===== src/lspcRegPkg.sv =====
/*
  CPU side register map of the LSPC VRAM port.
  Holds the word offsets, the command set that flows down the
  decode, execute and result stages, and the data word types.
  Users reference items with lspcRegPkg:: scoped names.
*/

package lspcRegPkg;

	// ==================================================
	// Data word types
	// ==================================================

	// CPU data bus word
	typedef logic [15:0] cpuWord;

	// Word offset, CPU address bits 3 to 1
	typedef logic [2:0] regOffset;

	// Frames between animation steps
	typedef logic [7:0] aaSpeedT;

	// Auto-animation tile index
	typedef logic [2:0] aaCountT;

	// ==================================================
	// Register map
	// ==================================================

	localparam regOffset offVramAddr = 3'd0;  // REG_VRAMADDR
	localparam regOffset offVramRw   = 3'd1;  // REG_VRAMRW
	localparam regOffset offVramMod  = 3'd2;  // REG_VRAMMOD
	localparam regOffset offLspcMode = 3'd3;  // REG_LSPCMODE

	// Pipeline commands
	typedef enum logic [3:0] {
		cmdIdle      = 4'd0,
		cmdSetAddr   = 4'd1,
		cmdWriteVram = 4'd2,
		cmdSetMod    = 4'd3,
		cmdSetMode   = 4'd4,
		cmdReadVram  = 4'd5,
		cmdReadMod   = 4'd6,
		cmdReadMode  = 4'd7,
		cmdReadZero  = 4'd8
	} lspcCmd;

	// True for every command that returns a word to the CPU
	function automatic logic isReadCmd(input lspcCmd cmd);
		return (cmd == cmdReadVram) || (cmd == cmdReadMod) ||
			(cmd == cmdReadMode) || (cmd == cmdReadZero);
	endfunction

endpackage

===== src/lspcRegDecode.sv =====
/*
  Decode stage of the LSPC VRAM port.
  Turns a single-cycle CPU write or read strobe and its word
  offset into a pipeline command, registered together with the
  write data. One cycle of latency, no back-pressure.
*/

`timescale 1ns/100ps

module lspcRegDecode (
	input  logic                 CLK,
	input  logic                 nRESETP,
	input  logic                 wrStb,
	input  logic                 rdStb,
	input  lspcRegPkg::regOffset regAddr,
	input  lspcRegPkg::cpuWord   wrData,
	output lspcRegPkg::lspcCmd   decCmd,
	output lspcRegPkg::cpuWord   decData
);

	lspcRegPkg::lspcCmd nextCmd;

	// ==================================================
	// Strobe to command mapping
	// ==================================================

	always_comb begin
		nextCmd = lspcRegPkg::cmdIdle;
		if (wrStb) begin
			case (regAddr)
				lspcRegPkg::offVramAddr: nextCmd = lspcRegPkg::cmdSetAddr;
				lspcRegPkg::offVramRw:   nextCmd = lspcRegPkg::cmdWriteVram;
				lspcRegPkg::offVramMod:  nextCmd = lspcRegPkg::cmdSetMod;
				lspcRegPkg::offLspcMode: nextCmd = lspcRegPkg::cmdSetMode;
				// Unmapped offsets swallow the write
				default:                 nextCmd = lspcRegPkg::cmdIdle;
			endcase
		end else if (rdStb) begin
			case (regAddr)
				// Address and RW offsets both return VRAM
				lspcRegPkg::offVramAddr,
				lspcRegPkg::offVramRw:   nextCmd = lspcRegPkg::cmdReadVram;
				lspcRegPkg::offVramMod:  nextCmd = lspcRegPkg::cmdReadMod;
				lspcRegPkg::offLspcMode: nextCmd = lspcRegPkg::cmdReadMode;
				default:                 nextCmd = lspcRegPkg::cmdReadZero;
			endcase
		end
	end

	// Command register
	always_ff @(posedge CLK or negedge nRESETP) begin
		if (!nRESETP) begin
			decCmd <= lspcRegPkg::cmdIdle;
		end else begin
			decCmd <= nextCmd;
		end
	end

	// Write data rides along with its command
	always_ff @(posedge CLK) begin
		decData <= wrData;
	end

	// ==================================================
	// Checks
	// ==================================================

	// CPU never reads and writes in the same cycle
	assert property (@(posedge CLK) disable iff (!nRESETP)
		!(wrStb && rdStb))
		else $error("wrStb and rdStb high together");

endmodule


===== config.mk =====
export PLATFORM = sky130hd
export DESIGN_NAME = lspcRegDecode
export DESIGN_NICKNAME = d
export VERILOG_FILES = /design/src/lspcRegPkg.sv /design/src/lspcRegDecode.sv
export SDC_FILE = /design/constraint.sdc
export NUM_CORES = 1
export LEC_CHECK = 0
export BUFFER_PORTS_ARGS = -buffer_cell sky130_fd_sc_hd__buf_2
export CAP_MARGIN = 20
export CORE_MARGIN = 5
export CORE_UTILIZATION = 31
export CTS_CLUSTER_SIZE = 16
export DETAILED_ROUTE_END_ITERATION = 10
export GPL_TIMING_DRIVEN = 0
export PLACE_DENSITY_LB_ADDON = 0.25
export RECOVER_POWER = 25
export SYNTH_ARGS = -nofsm -noshare
export SYNTH_HDL_FRONTEND = slang
export SYNTH_SLANG_ARGS = --single-unit

===== constraint.sdc =====
create_clock -name CLK -period 0.8 [get_ports CLK]
set_input_delay 0.12 -clock CLK [delete_from_list [all_inputs] [get_ports CLK]]
set_output_delay 0.12 -clock CLK [all_outputs]
set_load 0.03 [all_outputs]

==> key figures <==
Setup path
  • Cell family with most CP delay: flip-flops
  • CP Data Arrival Time: 820 ps
  • Slowest CP cell: dfrtp_1
  • Crit path max fanout: 1
  • CP Launch Type: register
  • CP Cell Sequence: buf_6
  • Setup crit end kind: output port
  • CP peak stage delay: around 400 ps
  • Worst path bufs/invs: 1
  • Critical Path RT: around 700 ps
  • Worst setup path class: register to output port

Placed design
  • GP Congestion: around 0.64
  • PortBufs: 42
  • Post-Place Setup Slack: between 60 and 70 ps
  • Final HPWL DP: between 800 and 900 um

GRT
  • Initial antenna violation count: 0
  • First-pass GRT wire length: between 2000 and 2500 um
  • Total GRT Usage: between 10% and 20%
  • Pin count of the biggest net entering global routing: 12
  • Number of global-route vias before repair: 509
  • Global route overflow: 0

Cells and area
  • Share of layout cells above drive strength 1: about two thirds
  • Nets: around 120
  • Area grow syn2layout: 119%
  • Diodes inserted: 0

Clock tree
  • Clock root buffer: clkbuf_4
  • Depth of the CTS H-tree: 1
  • Clk slew on worst S/H paths: 110 ps
  • CTS tree: done
  • Clock Tree Buf Depth: 2
  • Sinks on the clock net: 20
  • Number of setup buffers added after CTS: 0
  • CTS buffer count: 3

Synthesis
  • Mapped Cells: 31
  • Synth Area in Compound Gates: 6.91%
  • Post-Syn Area per Cell: around 16 um2
  • Yosys cell types: 12
  • XOR/XNOR Fraction of Synth Area: 1.79%
  • Mapped cell area: 489 um2
  • Synth top area share: ~65%
  • Flip-flop and latch count after synthesis: 20
  • Largest family of logic cells by synthesized area: compound AO/OA/AOI/OAI gates
  • Post-synthesis mux area share: 0%
  • Simple-Gate Fraction of Synth Area: roughly 4.6%
  • Area leader, netlist: dfxtp_1
  • Seq/Total Area, Yosys: between 80% and 90%
  • Adder-cell area share of the yosys netlist: 0%
  • Area contributors post-synth: dfxtp_1 65%, dfrtp_1 20%, a211oi_2 2.6%
  • Synth warn: 0
  • Syn_nets: 54

STA
  • Part of the cycle the worst path needs: 118%
  • Worst-Margin Slew: about 190 ps
  • Minimum clock period: approximately 940 ps
  • Setup TNS: -1590 ps
  • Max transition margin: between 80% and 90%
  • Slew Viols, Final: 0
  • Final setup vio count: 20
  • Final Hold Vio Count: 0
  • PnR worst setup slack: -143 ps
  • Fmax: around 1100 MHz
  • RSZ-0062 raised after global routing: true

Route
  • DR iter-0 viols: 0
  • DR DRC count: 0
  • DRT antenna net count: 0
  • WL per Instance: 13.3 um
  • Initial DRT Pass Iterations: 1
  • Via-per-instance ratio: ~4.2
  • DR vias: about 460
  • Total wire length: 1470 um

Floorplan
  • DIE WIDTH: 49.7 um
  • Die ar.: 0.00247 mm2
  • FP Rows: 14
  • Initial Utilization: ~32%
  • Core region area: 0.00151 mm2
  • I/O pins: 43
  • Die Span Y: 49.7 um

Run status
  • Status: complete, but fails checks
  • Failing checks: setup timing

Run
  • Max Cap Viol: 0

Pwr
  • Maximum VDD drop: between 0.8 and 0.9 mV
  • Power Dens Cells: 1890 mW/mm2
  • P_leak: 0.000508 uW

Worst hold path
  • Worst hold path type: input pin to register
-- placed cells by master (no fill, tap or decap) --
| cell type | instances |
|---|---|
| buf_2 | 21 |
| buf_6 | 20 |
| dlygate4sd3_1 | 17 |
| dfxtp_2 | 16 |
| dfrtp_1 | 4 |
| clkbuf_4 | 3 |
| a21oi_1 | 2 |
| nor2b_1 | 1 |
| a31oi_1 | 1 |
| nor2_1 | 1 |
| xnor2_1 | 1 |
| a211oi_2 | 1 |
| inv_1 | 1 |
| o21ai_1 | 1 |
| nand2b_1 | 1 |
| and2_0 | 1 |
| clkbuf_8 | 1 |
| clkbuf_1 | 1 |
-- routing by layer --
layer	vias up	track usage (%)	share of wire, %
li1	225	-	-
met1	210	11.6	32
met2	27	24.4	56
met3	2	4.22	10
met4	0	7.86	1.4
met5	-	0	0
-- layout make-up --
cell class                      count  area (um2)
Clock buffer                        4        36.3
Fill cell                         101         437
Inverter                            1        3.75
Multi-Input combinational cell     10        65.1
Sequential cell                    20         440
Tap cell                           16        20.0
Timing Repair Buffer               59         504
-- flip-flops by register name (all words and copies together), names as in the netlist --
name,count
decData,16
decCmd,4
-- per-stage QoR --
stage | cell area, um2 | cells | utilization [%] | hold WS (ps) | power (uW)
floorplan | 489 | 31 | - | -176 | 1220
global placement | 719 | 89 | 47.8 | -76.5 | 1340
detailed placement | 719 | 89 | 47.8 | -71.5 | 1340
CTS | 1070 | 110 | 71.1 | 6.19 | 2060
global route | 1070 | 110 | 71.0 | 12.1 | 2120
finish | 1070 | 110 | 71.0 | 17.6 | 2020
-- path summary, 6_finish.rpt --
path	startpoint	to	slack [ps]	depth (start not counted)
max in group asynchronous	nRESETP	decCmd[0]$_DFF_PN0_	440	2
min in group asynchronous	nRESETP	decCmd[3]$_DFF_PN0_	180	2
setup / recovery	decCmd[1]$_DFF_PN0_	decCmd[1]	-140	1
hold / removal	regAddr[2]	decCmd[1]$_DFF_PN0_	20	2
-- power breakdown --
part,leakage (uW),internal (uW),switching (uW)
logic,0.000299,204,181
registers,0.000188,1060,26.6
clock network,0.0000210,277,272
total,0.000508,1540,480
-- cells in the mapped netlist --
cell      count
a211oi_2      1
dfrtp_1       4
nor2b_1       1
xnor2_1       1
o21ai_1       1
inv_1         1
a21oi_1       2
nand2b_1      1
nor2_1        1
and2_1        1
dfxtp_1      16
a31oi_1       1
-- logic make-up after synthesis --
family / Yosys count
flip-flops: 20
AND/OR/NAND/NOR: 4
XOR/XNOR: 1
AO/OA/AOI/OAI: 5
buffers and inverters: 1
-- what timing repair did --
| item | CTS | global route |
|---|---|---|
| resized for setup | 56 | 0 |
| hold endpoints to repair | 20 | 0 |
| gates cloned | 0 | 0 |
| hold buffers | 17 | 0 |
| setup endpoints to repair | 20 | 20 |
Note: power is estimated with default switching activity, not from simulation.
