===== config.mk =====
export PLATFORM = sky130hd
export DESIGN_NAME = lspcReadResult
export DESIGN_NICKNAME = d
export VERILOG_FILES = /design/src/lspcVramPkg.sv /design/src/lspcRegPkg.sv /design/src/lspcReadResult.sv
export SDC_FILE = /design/constraint.sdc
export NUM_CORES = 1
export LEC_CHECK = 0
export BUFFER_PORTS_ARGS = -buffer_cell sky130_fd_sc_hd__clkbuf_2
export CAP_MARGIN = 5
export CORE_AREA = 2 2 66 68
export CTS_CLUSTER_DIAMETER = 40
export CTS_CLUSTER_SIZE = 25
export DETAILED_ROUTE_END_ITERATION = 10
export DIE_AREA = 0 0 68 70
export GPL_TIMING_DRIVEN = 1
export HOLD_SLACK_MARGIN = 0.12
export PLACE_DENSITY_LB_ADDON = 0.08
export SETUP_SLACK_MARGIN = 0.02
export SYNTH_ARGS = -nofsm -noshare
export SYNTH_HDL_FRONTEND = slang
export SYNTH_SLANG_ARGS = --single-unit

===== constraint.sdc =====
create_clock -name CLK -period 1.7 [get_ports CLK]
set_clock_uncertainty 0.05 [all_clocks]
set_input_delay 0.085 -clock CLK [delete_from_list [all_inputs] [get_ports CLK]]
set_output_delay 0.085 -clock CLK [all_outputs]
set_load 0.02 [all_outputs]

===== src/lspcVramPkg.sv =====
/*
  VRAM side types of the LSPC VRAM port.
  Address and modulo words, plus the zone split of the address
  space. The top level takes the default zone index widths from
  here and hands them to the execute stage as parameters.
*/

package lspcVramPkg;

	// ==================================================
	// VRAM words
	// ==================================================

	// Current CPU access address
	typedef logic [15:0] vramAddr;

	// Auto-increment step, added with 16-bit wraparound
	typedef logic [15:0] vramMod;

	// ==================================================
	// Zone selection
	// ==================================================

	// Address bit that picks the high (fast) zone
	localparam int zoneSelBit = 15;

	// Low zone index width, 32K words
	localparam int defLowAddrBits = 15;

	// High zone index width, 2K words
	// upper address bits alias onto these
	localparam int defHighAddrBits = 11;

endpackage


===== src/lspcRegPkg.sv =====
/*
  CPU side register map of the LSPC VRAM port.
  Holds the word offsets, the command set that flows down the
  decode, execute and result stages, and the data word types.
  Users reference items with lspcRegPkg:: scoped names.
*/

package lspcRegPkg;

	// ==================================================
	// Data word types
	// ==================================================

	// CPU data bus word
	typedef logic [15:0] cpuWord;

	// Word offset, CPU address bits 3 to 1
	typedef logic [2:0] regOffset;

	// Frames between animation steps
	typedef logic [7:0] aaSpeedT;

	// Auto-animation tile index
	typedef logic [2:0] aaCountT;

	// ==================================================
	// Register map
	// ==================================================

	localparam regOffset offVramAddr = 3'd0;  // REG_VRAMADDR
	localparam regOffset offVramRw   = 3'd1;  // REG_VRAMRW
	localparam regOffset offVramMod  = 3'd2;  // REG_VRAMMOD
	localparam regOffset offLspcMode = 3'd3;  // REG_LSPCMODE

	// Pipeline commands
	typedef enum logic [3:0] {
		cmdIdle      = 4'd0,
		cmdSetAddr   = 4'd1,
		cmdWriteVram = 4'd2,
		cmdSetMod    = 4'd3,
		cmdSetMode   = 4'd4,
		cmdReadVram  = 4'd5,
		cmdReadMod   = 4'd6,
		cmdReadMode  = 4'd7,
		cmdReadZero  = 4'd8
	} lspcCmd;

	// True for every command that returns a word to the CPU
	function automatic logic isReadCmd(input lspcCmd cmd);
		return (cmd == cmdReadVram) || (cmd == cmdReadMod) ||
			(cmd == cmdReadMode) || (cmd == cmdReadZero);
	endfunction

endpackage

===== src/lspcReadResult.sv =====
/*
  Result stage of the LSPC VRAM port.
  Holds the mode register and the auto-animation frame divider and
  counter, which run on the per-frame strobe. Read commands leave
  here as an rdValid pulse with the matching word on rdData.
*/

`timescale 1ns/100ps

module lspcReadResult (
	input  logic                CLK,
	input  logic                nRESETP,
	input  logic                frameStb,
	input  lspcRegPkg::lspcCmd  exeCmd,
	input  lspcRegPkg::cpuWord  exeData,
	input  lspcRegPkg::cpuWord  exeVramData,
	input  lspcVramPkg::vramMod exeMod,
	output logic                rdValid,
	output lspcRegPkg::cpuWord  rdData
);

	// Mode register fields
	lspcRegPkg::aaSpeedT aaSpeed;
	logic                aaDisable;

	// Auto-animation state
	lspcRegPkg::aaSpeedT aaDiv;
	lspcRegPkg::aaCountT aaCount;

	// Mode readback word
	lspcRegPkg::cpuWord modeWord;

	// Speed high byte, disable at bit 3, count low bits
	assign modeWord = {aaSpeed, 4'b0000, aaDisable, aaCount};

	// ==================================================
	// Mode register and auto-animation
	// ==================================================

	always_ff @(posedge CLK or negedge nRESETP) begin
		if (!nRESETP) begin
			aaSpeed   <= '0;
			aaDisable <= 1'b0;
			aaDiv     <= '0;
			aaCount   <= '0;
			rdValid   <= 1'b0;
		end else begin
			if (exeCmd == lspcRegPkg::cmdSetMode) begin
				aaSpeed   <= exeData[15:8];
				aaDisable <= exeData[3];
			end
			// Counter keeps running while disabled
			if (frameStb) begin
				if (aaDiv == aaSpeed) begin
					aaDiv   <= '0;
					aaCount <= lspcRegPkg::aaCountT'(aaCount + 1'b1);
				end else begin
					aaDiv <= lspcRegPkg::aaSpeedT'(aaDiv + 1'b1);
				end
			end
			rdValid <= lspcRegPkg::isReadCmd(exeCmd);
		end
	end

	// ==================================================
	// Read response
	// ==================================================

	always_ff @(posedge CLK) begin
		case (exeCmd)
			lspcRegPkg::cmdReadVram: rdData <= exeVramData;
			lspcRegPkg::cmdReadMod:  rdData <= lspcRegPkg::cpuWord'(exeMod);
			lspcRegPkg::cmdReadMode: rdData <= modeWord;
			lspcRegPkg::cmdReadZero: rdData <= '0;
			// Holds last value between reads
			default: ;
		endcase
	end

endmodule


==> reports/results.ini <==
[setup_path]
worstSetupStartpointType=input port
crit_path_end_kind=flip-flop
timing_worst_setup_path_type=in -> reg
rr_startpoint=aaDiv[0]$_DFFE_PN0P_
required_ns=1.69
critPathMaxStageDelay_ns=0.55
rrSetupSlack_ns=0.11
reg2reg_depth=4
r2r-end=aaCount[1]$_DFFE_PN0P_
cp_slowest_cell=dlygate4sd3_1
cp_cell_sequence=clkbuf_2 -> nor3_1 -> a22oi_2 -> buf_12 -> a22o_1 -> dlygate4sd3_1
cp_data_arrival_time_ns=1.62
crit_fanout=16

[logic_synthesis]
synth_area_leaders=dfrtp_1, edfxtp_1, nand2_1
syn_nets=215
synth_common_cells=nand2_1, dfrtp_1, edfxtp_1
synth-edff-count=16
yosys_warnings=0
synth_top_area_cell=dfrtp_1
synth_area_mm2=0.00188
synth-seq-area-share=0.535
synth_cell_types=37
syn-instance-count=158
ys_seq_elements=37
synth_flop_cell=dfrtp_1
synthArstFlopShare=0.568
synth_top_area_share=0.279
synth_most_common_cell=nand2_1
synth.avg_cell_area_um2=11.9

[placed_design]
gp_congestion=0.917
placed_cell_area_mm2=0.00227
hpwl_mm=3.08
io_buffers=64

[layout]
area_growth_pct=53.0
layout-drive-gt1-share=0.365
diodes=0
final_cell_area_mm2=0.00288
nets=333

[route]
num_vias=1698
wl_per_cell_um=14.4
drt_pass1_iterations=4
vias_per_cell=5.16
final_antenna_net_count=0
routed_wl_mm=4.75
first_iter_violations=135
drcViolationCount=0

[run_status]
outcome=completed

[timing]
min_period_over_period=0.960
slew_violations=0
tightest_slew_ns=0.558
tns_ns=0
max_freq_ghz=0.613
final.min_clock_period_ns=1.63
rsz0062_at_grt=no
hold_viol=0
relSlewSlack=0.628
setup_viol=0

[die]
ios=72
core_area_mm2=0.00414
die_w_um=68
floorplan.initialDensity=0.454
die-area_mm2=0.00476
num_rows=24
die_h_um=70

[grt]
grt_start_max_net_pins=22
antenna_found_initial=0
grt_pass1_wl_mm=7.73
grt_pass1_vias=1748
grtUsageTotal=0.214
grt_overflow=0

[clock_tree]
path_clk_slew_ns=0.07
cts_tree=done
clock-sinks=37
htreeDepth=2
worstSkewPairLatency_ns=0.28
cts-root-buf=clkbuf_8
cts_buffers=5
clockBufferDepth=2

[run]
cap_viol_max_count=0

[pwr]
vdd_ir_drop_max_mv=0.783
power-per-cell-area_mw_per_mm2=987
power.leakage_nw=1.35

[hold_path]
hold_path_class=in -> async

cells in the final DEF (no fill, tap or decap), types with 2 or more instances in the layout:
| master | netlist | routed |
|---|---|---|
| mux2_2 | 9 | 9 |
| nand2_1 | 32 | 32 |
| a22o_1 | 4 | 4 |
| o21ai_0 | 6 | 6 |
| buf_4 | 2 | 5 |
| edfxtp_1 | 16 | 16 |
| o22ai_1 | 3 | 3 |
| clkbuf_8 | 0 | 6 |
| xnor2_1 | 3 | 3 |
| dlygate4sd3_1 | 0 | 47 |
| clkbuf_2 | 1 | 64 |
| dfrtp_1 | 21 | 21 |
| nand4_4 | 2 | 2 |
| o2bb2ai_1 | 2 | 2 |
| o221ai_1 | 2 | 2 |
| xor2_1 | 2 | 2 |
| nor3_1 | 4 | 4 |
| inv_1 | 6 | 6 |
| nor2_1 | 3 | 3 |
| ha_1 | 2 | 2 |
| mux2i_1 | 3 | 3 |
| and3_1 | 2 | 2 |
| xnor2_2 | 5 | 5 |
| a22oi_1 | 12 | 12 |
worst max-delay path by stage:
stage | slack [ns] | start | depth (start not counted) | endpoint
5_1_grt | 0.008 | exeCmd[0] | 6 | rdData[4]$_DFFE_PP_
2_1_floorplan | 0.20 | aaDiv[0]$_DFFE_PN0P_ | 4 | aaCount[1]$_DFFE_PN0P_
4_1_cts | 0.06 | exeCmd[3] | 6 | rdData[10]$_DFFE_PP_
6_report | 0.07 | exeCmd[0] | 6 | rdData[5]$_DFFE_PP_
3_3_place_gp | 0.14 | aaDiv[0]$_DFFE_PN0P_ | 4 | aaCount[1]$_DFFE_PN0P_
3_5_place_dp | 0.12 | aaDiv[0]$_DFFE_PN0P_ | 4 | aaCount[1]$_DFFE_PN0P_
layer usage:
metal  global-route usage  up-vias  wire length (µm)
met2                0.372       72              2430
met4               0.0622        0                55
met5                    0        -                 0
met3               0.0612        6               334
li1                     -      812                 -
met1                0.249      808              1930
flip-flops by register name (all words and copies together), names as in the netlist:
name	cells
aaDisable	1
rdValid	1
aaCount	3
aaDiv	8
rdData	16
aaSpeed	8
cell families (layout without fill, tap and decap cells):
kind of cell	count (synthesis)	in the layout	synth area share
muxes	13	13	0.0758
and+or+nand+nor	53	53	0.158
DFF	37	37	0.535
AOI/OAI and AO/OA	31	31	0.122
xor gates and xnor gates	10	10	0.0665
buffers and inverters	12	131	0.0299
adders and majority gates	2	2	0.0133
final cells by class:
type	instances	area [µm²]
Sequential cell	37	1010
Inverter	6	22.5
Fill cell	307	1260
Timing Repair Buffer	117	848
Clock inverter	1	30.0
Multi-Input combinational cell	109	821
Tap cell	52	65.1
Clock buffer	7	86.3
timing repair:
action,4_1_cts,5_1_grt
setup endpoints to repair,0,16
hold buffers,47,0
endpoints found under the hold margin,52,0
gates resized for setup,0,1
setup buffers,0,1
power by group:
part	internal, mW	total (mW)	switching (mW)	leakage (nW)
logic	0.429	0.813	0.384	0.901
registers	1.08	1.26	0.173	0.392
clock network	0.478	0.774	0.296	0.0585
worst max-delay path: cells and delay by family:
family	cells	cell delay [ns]
AO/OA/AOI/OAI	2	0.35
buffers and inverters	3	0.85
AND/OR/NAND/NOR	1	0.34
metrics by stage:
step	power [mW]	setup slack [ns]	utilization	instances	hold slack (ns)
after floorplan	1.76	0.200	-	158	-0.261
after global placement	1.94	0.140	0.548	273	0.0376
after detailed placement	1.97	0.120	0.548	273	0.0450
after CTS	2.85	0.0623	0.690	328	0.280
after global routing	3.02	0.00815	0.695	329	0.289
final	2.84	0.0686	0.695	329	0.260
(Power assumes the default switching activity.)
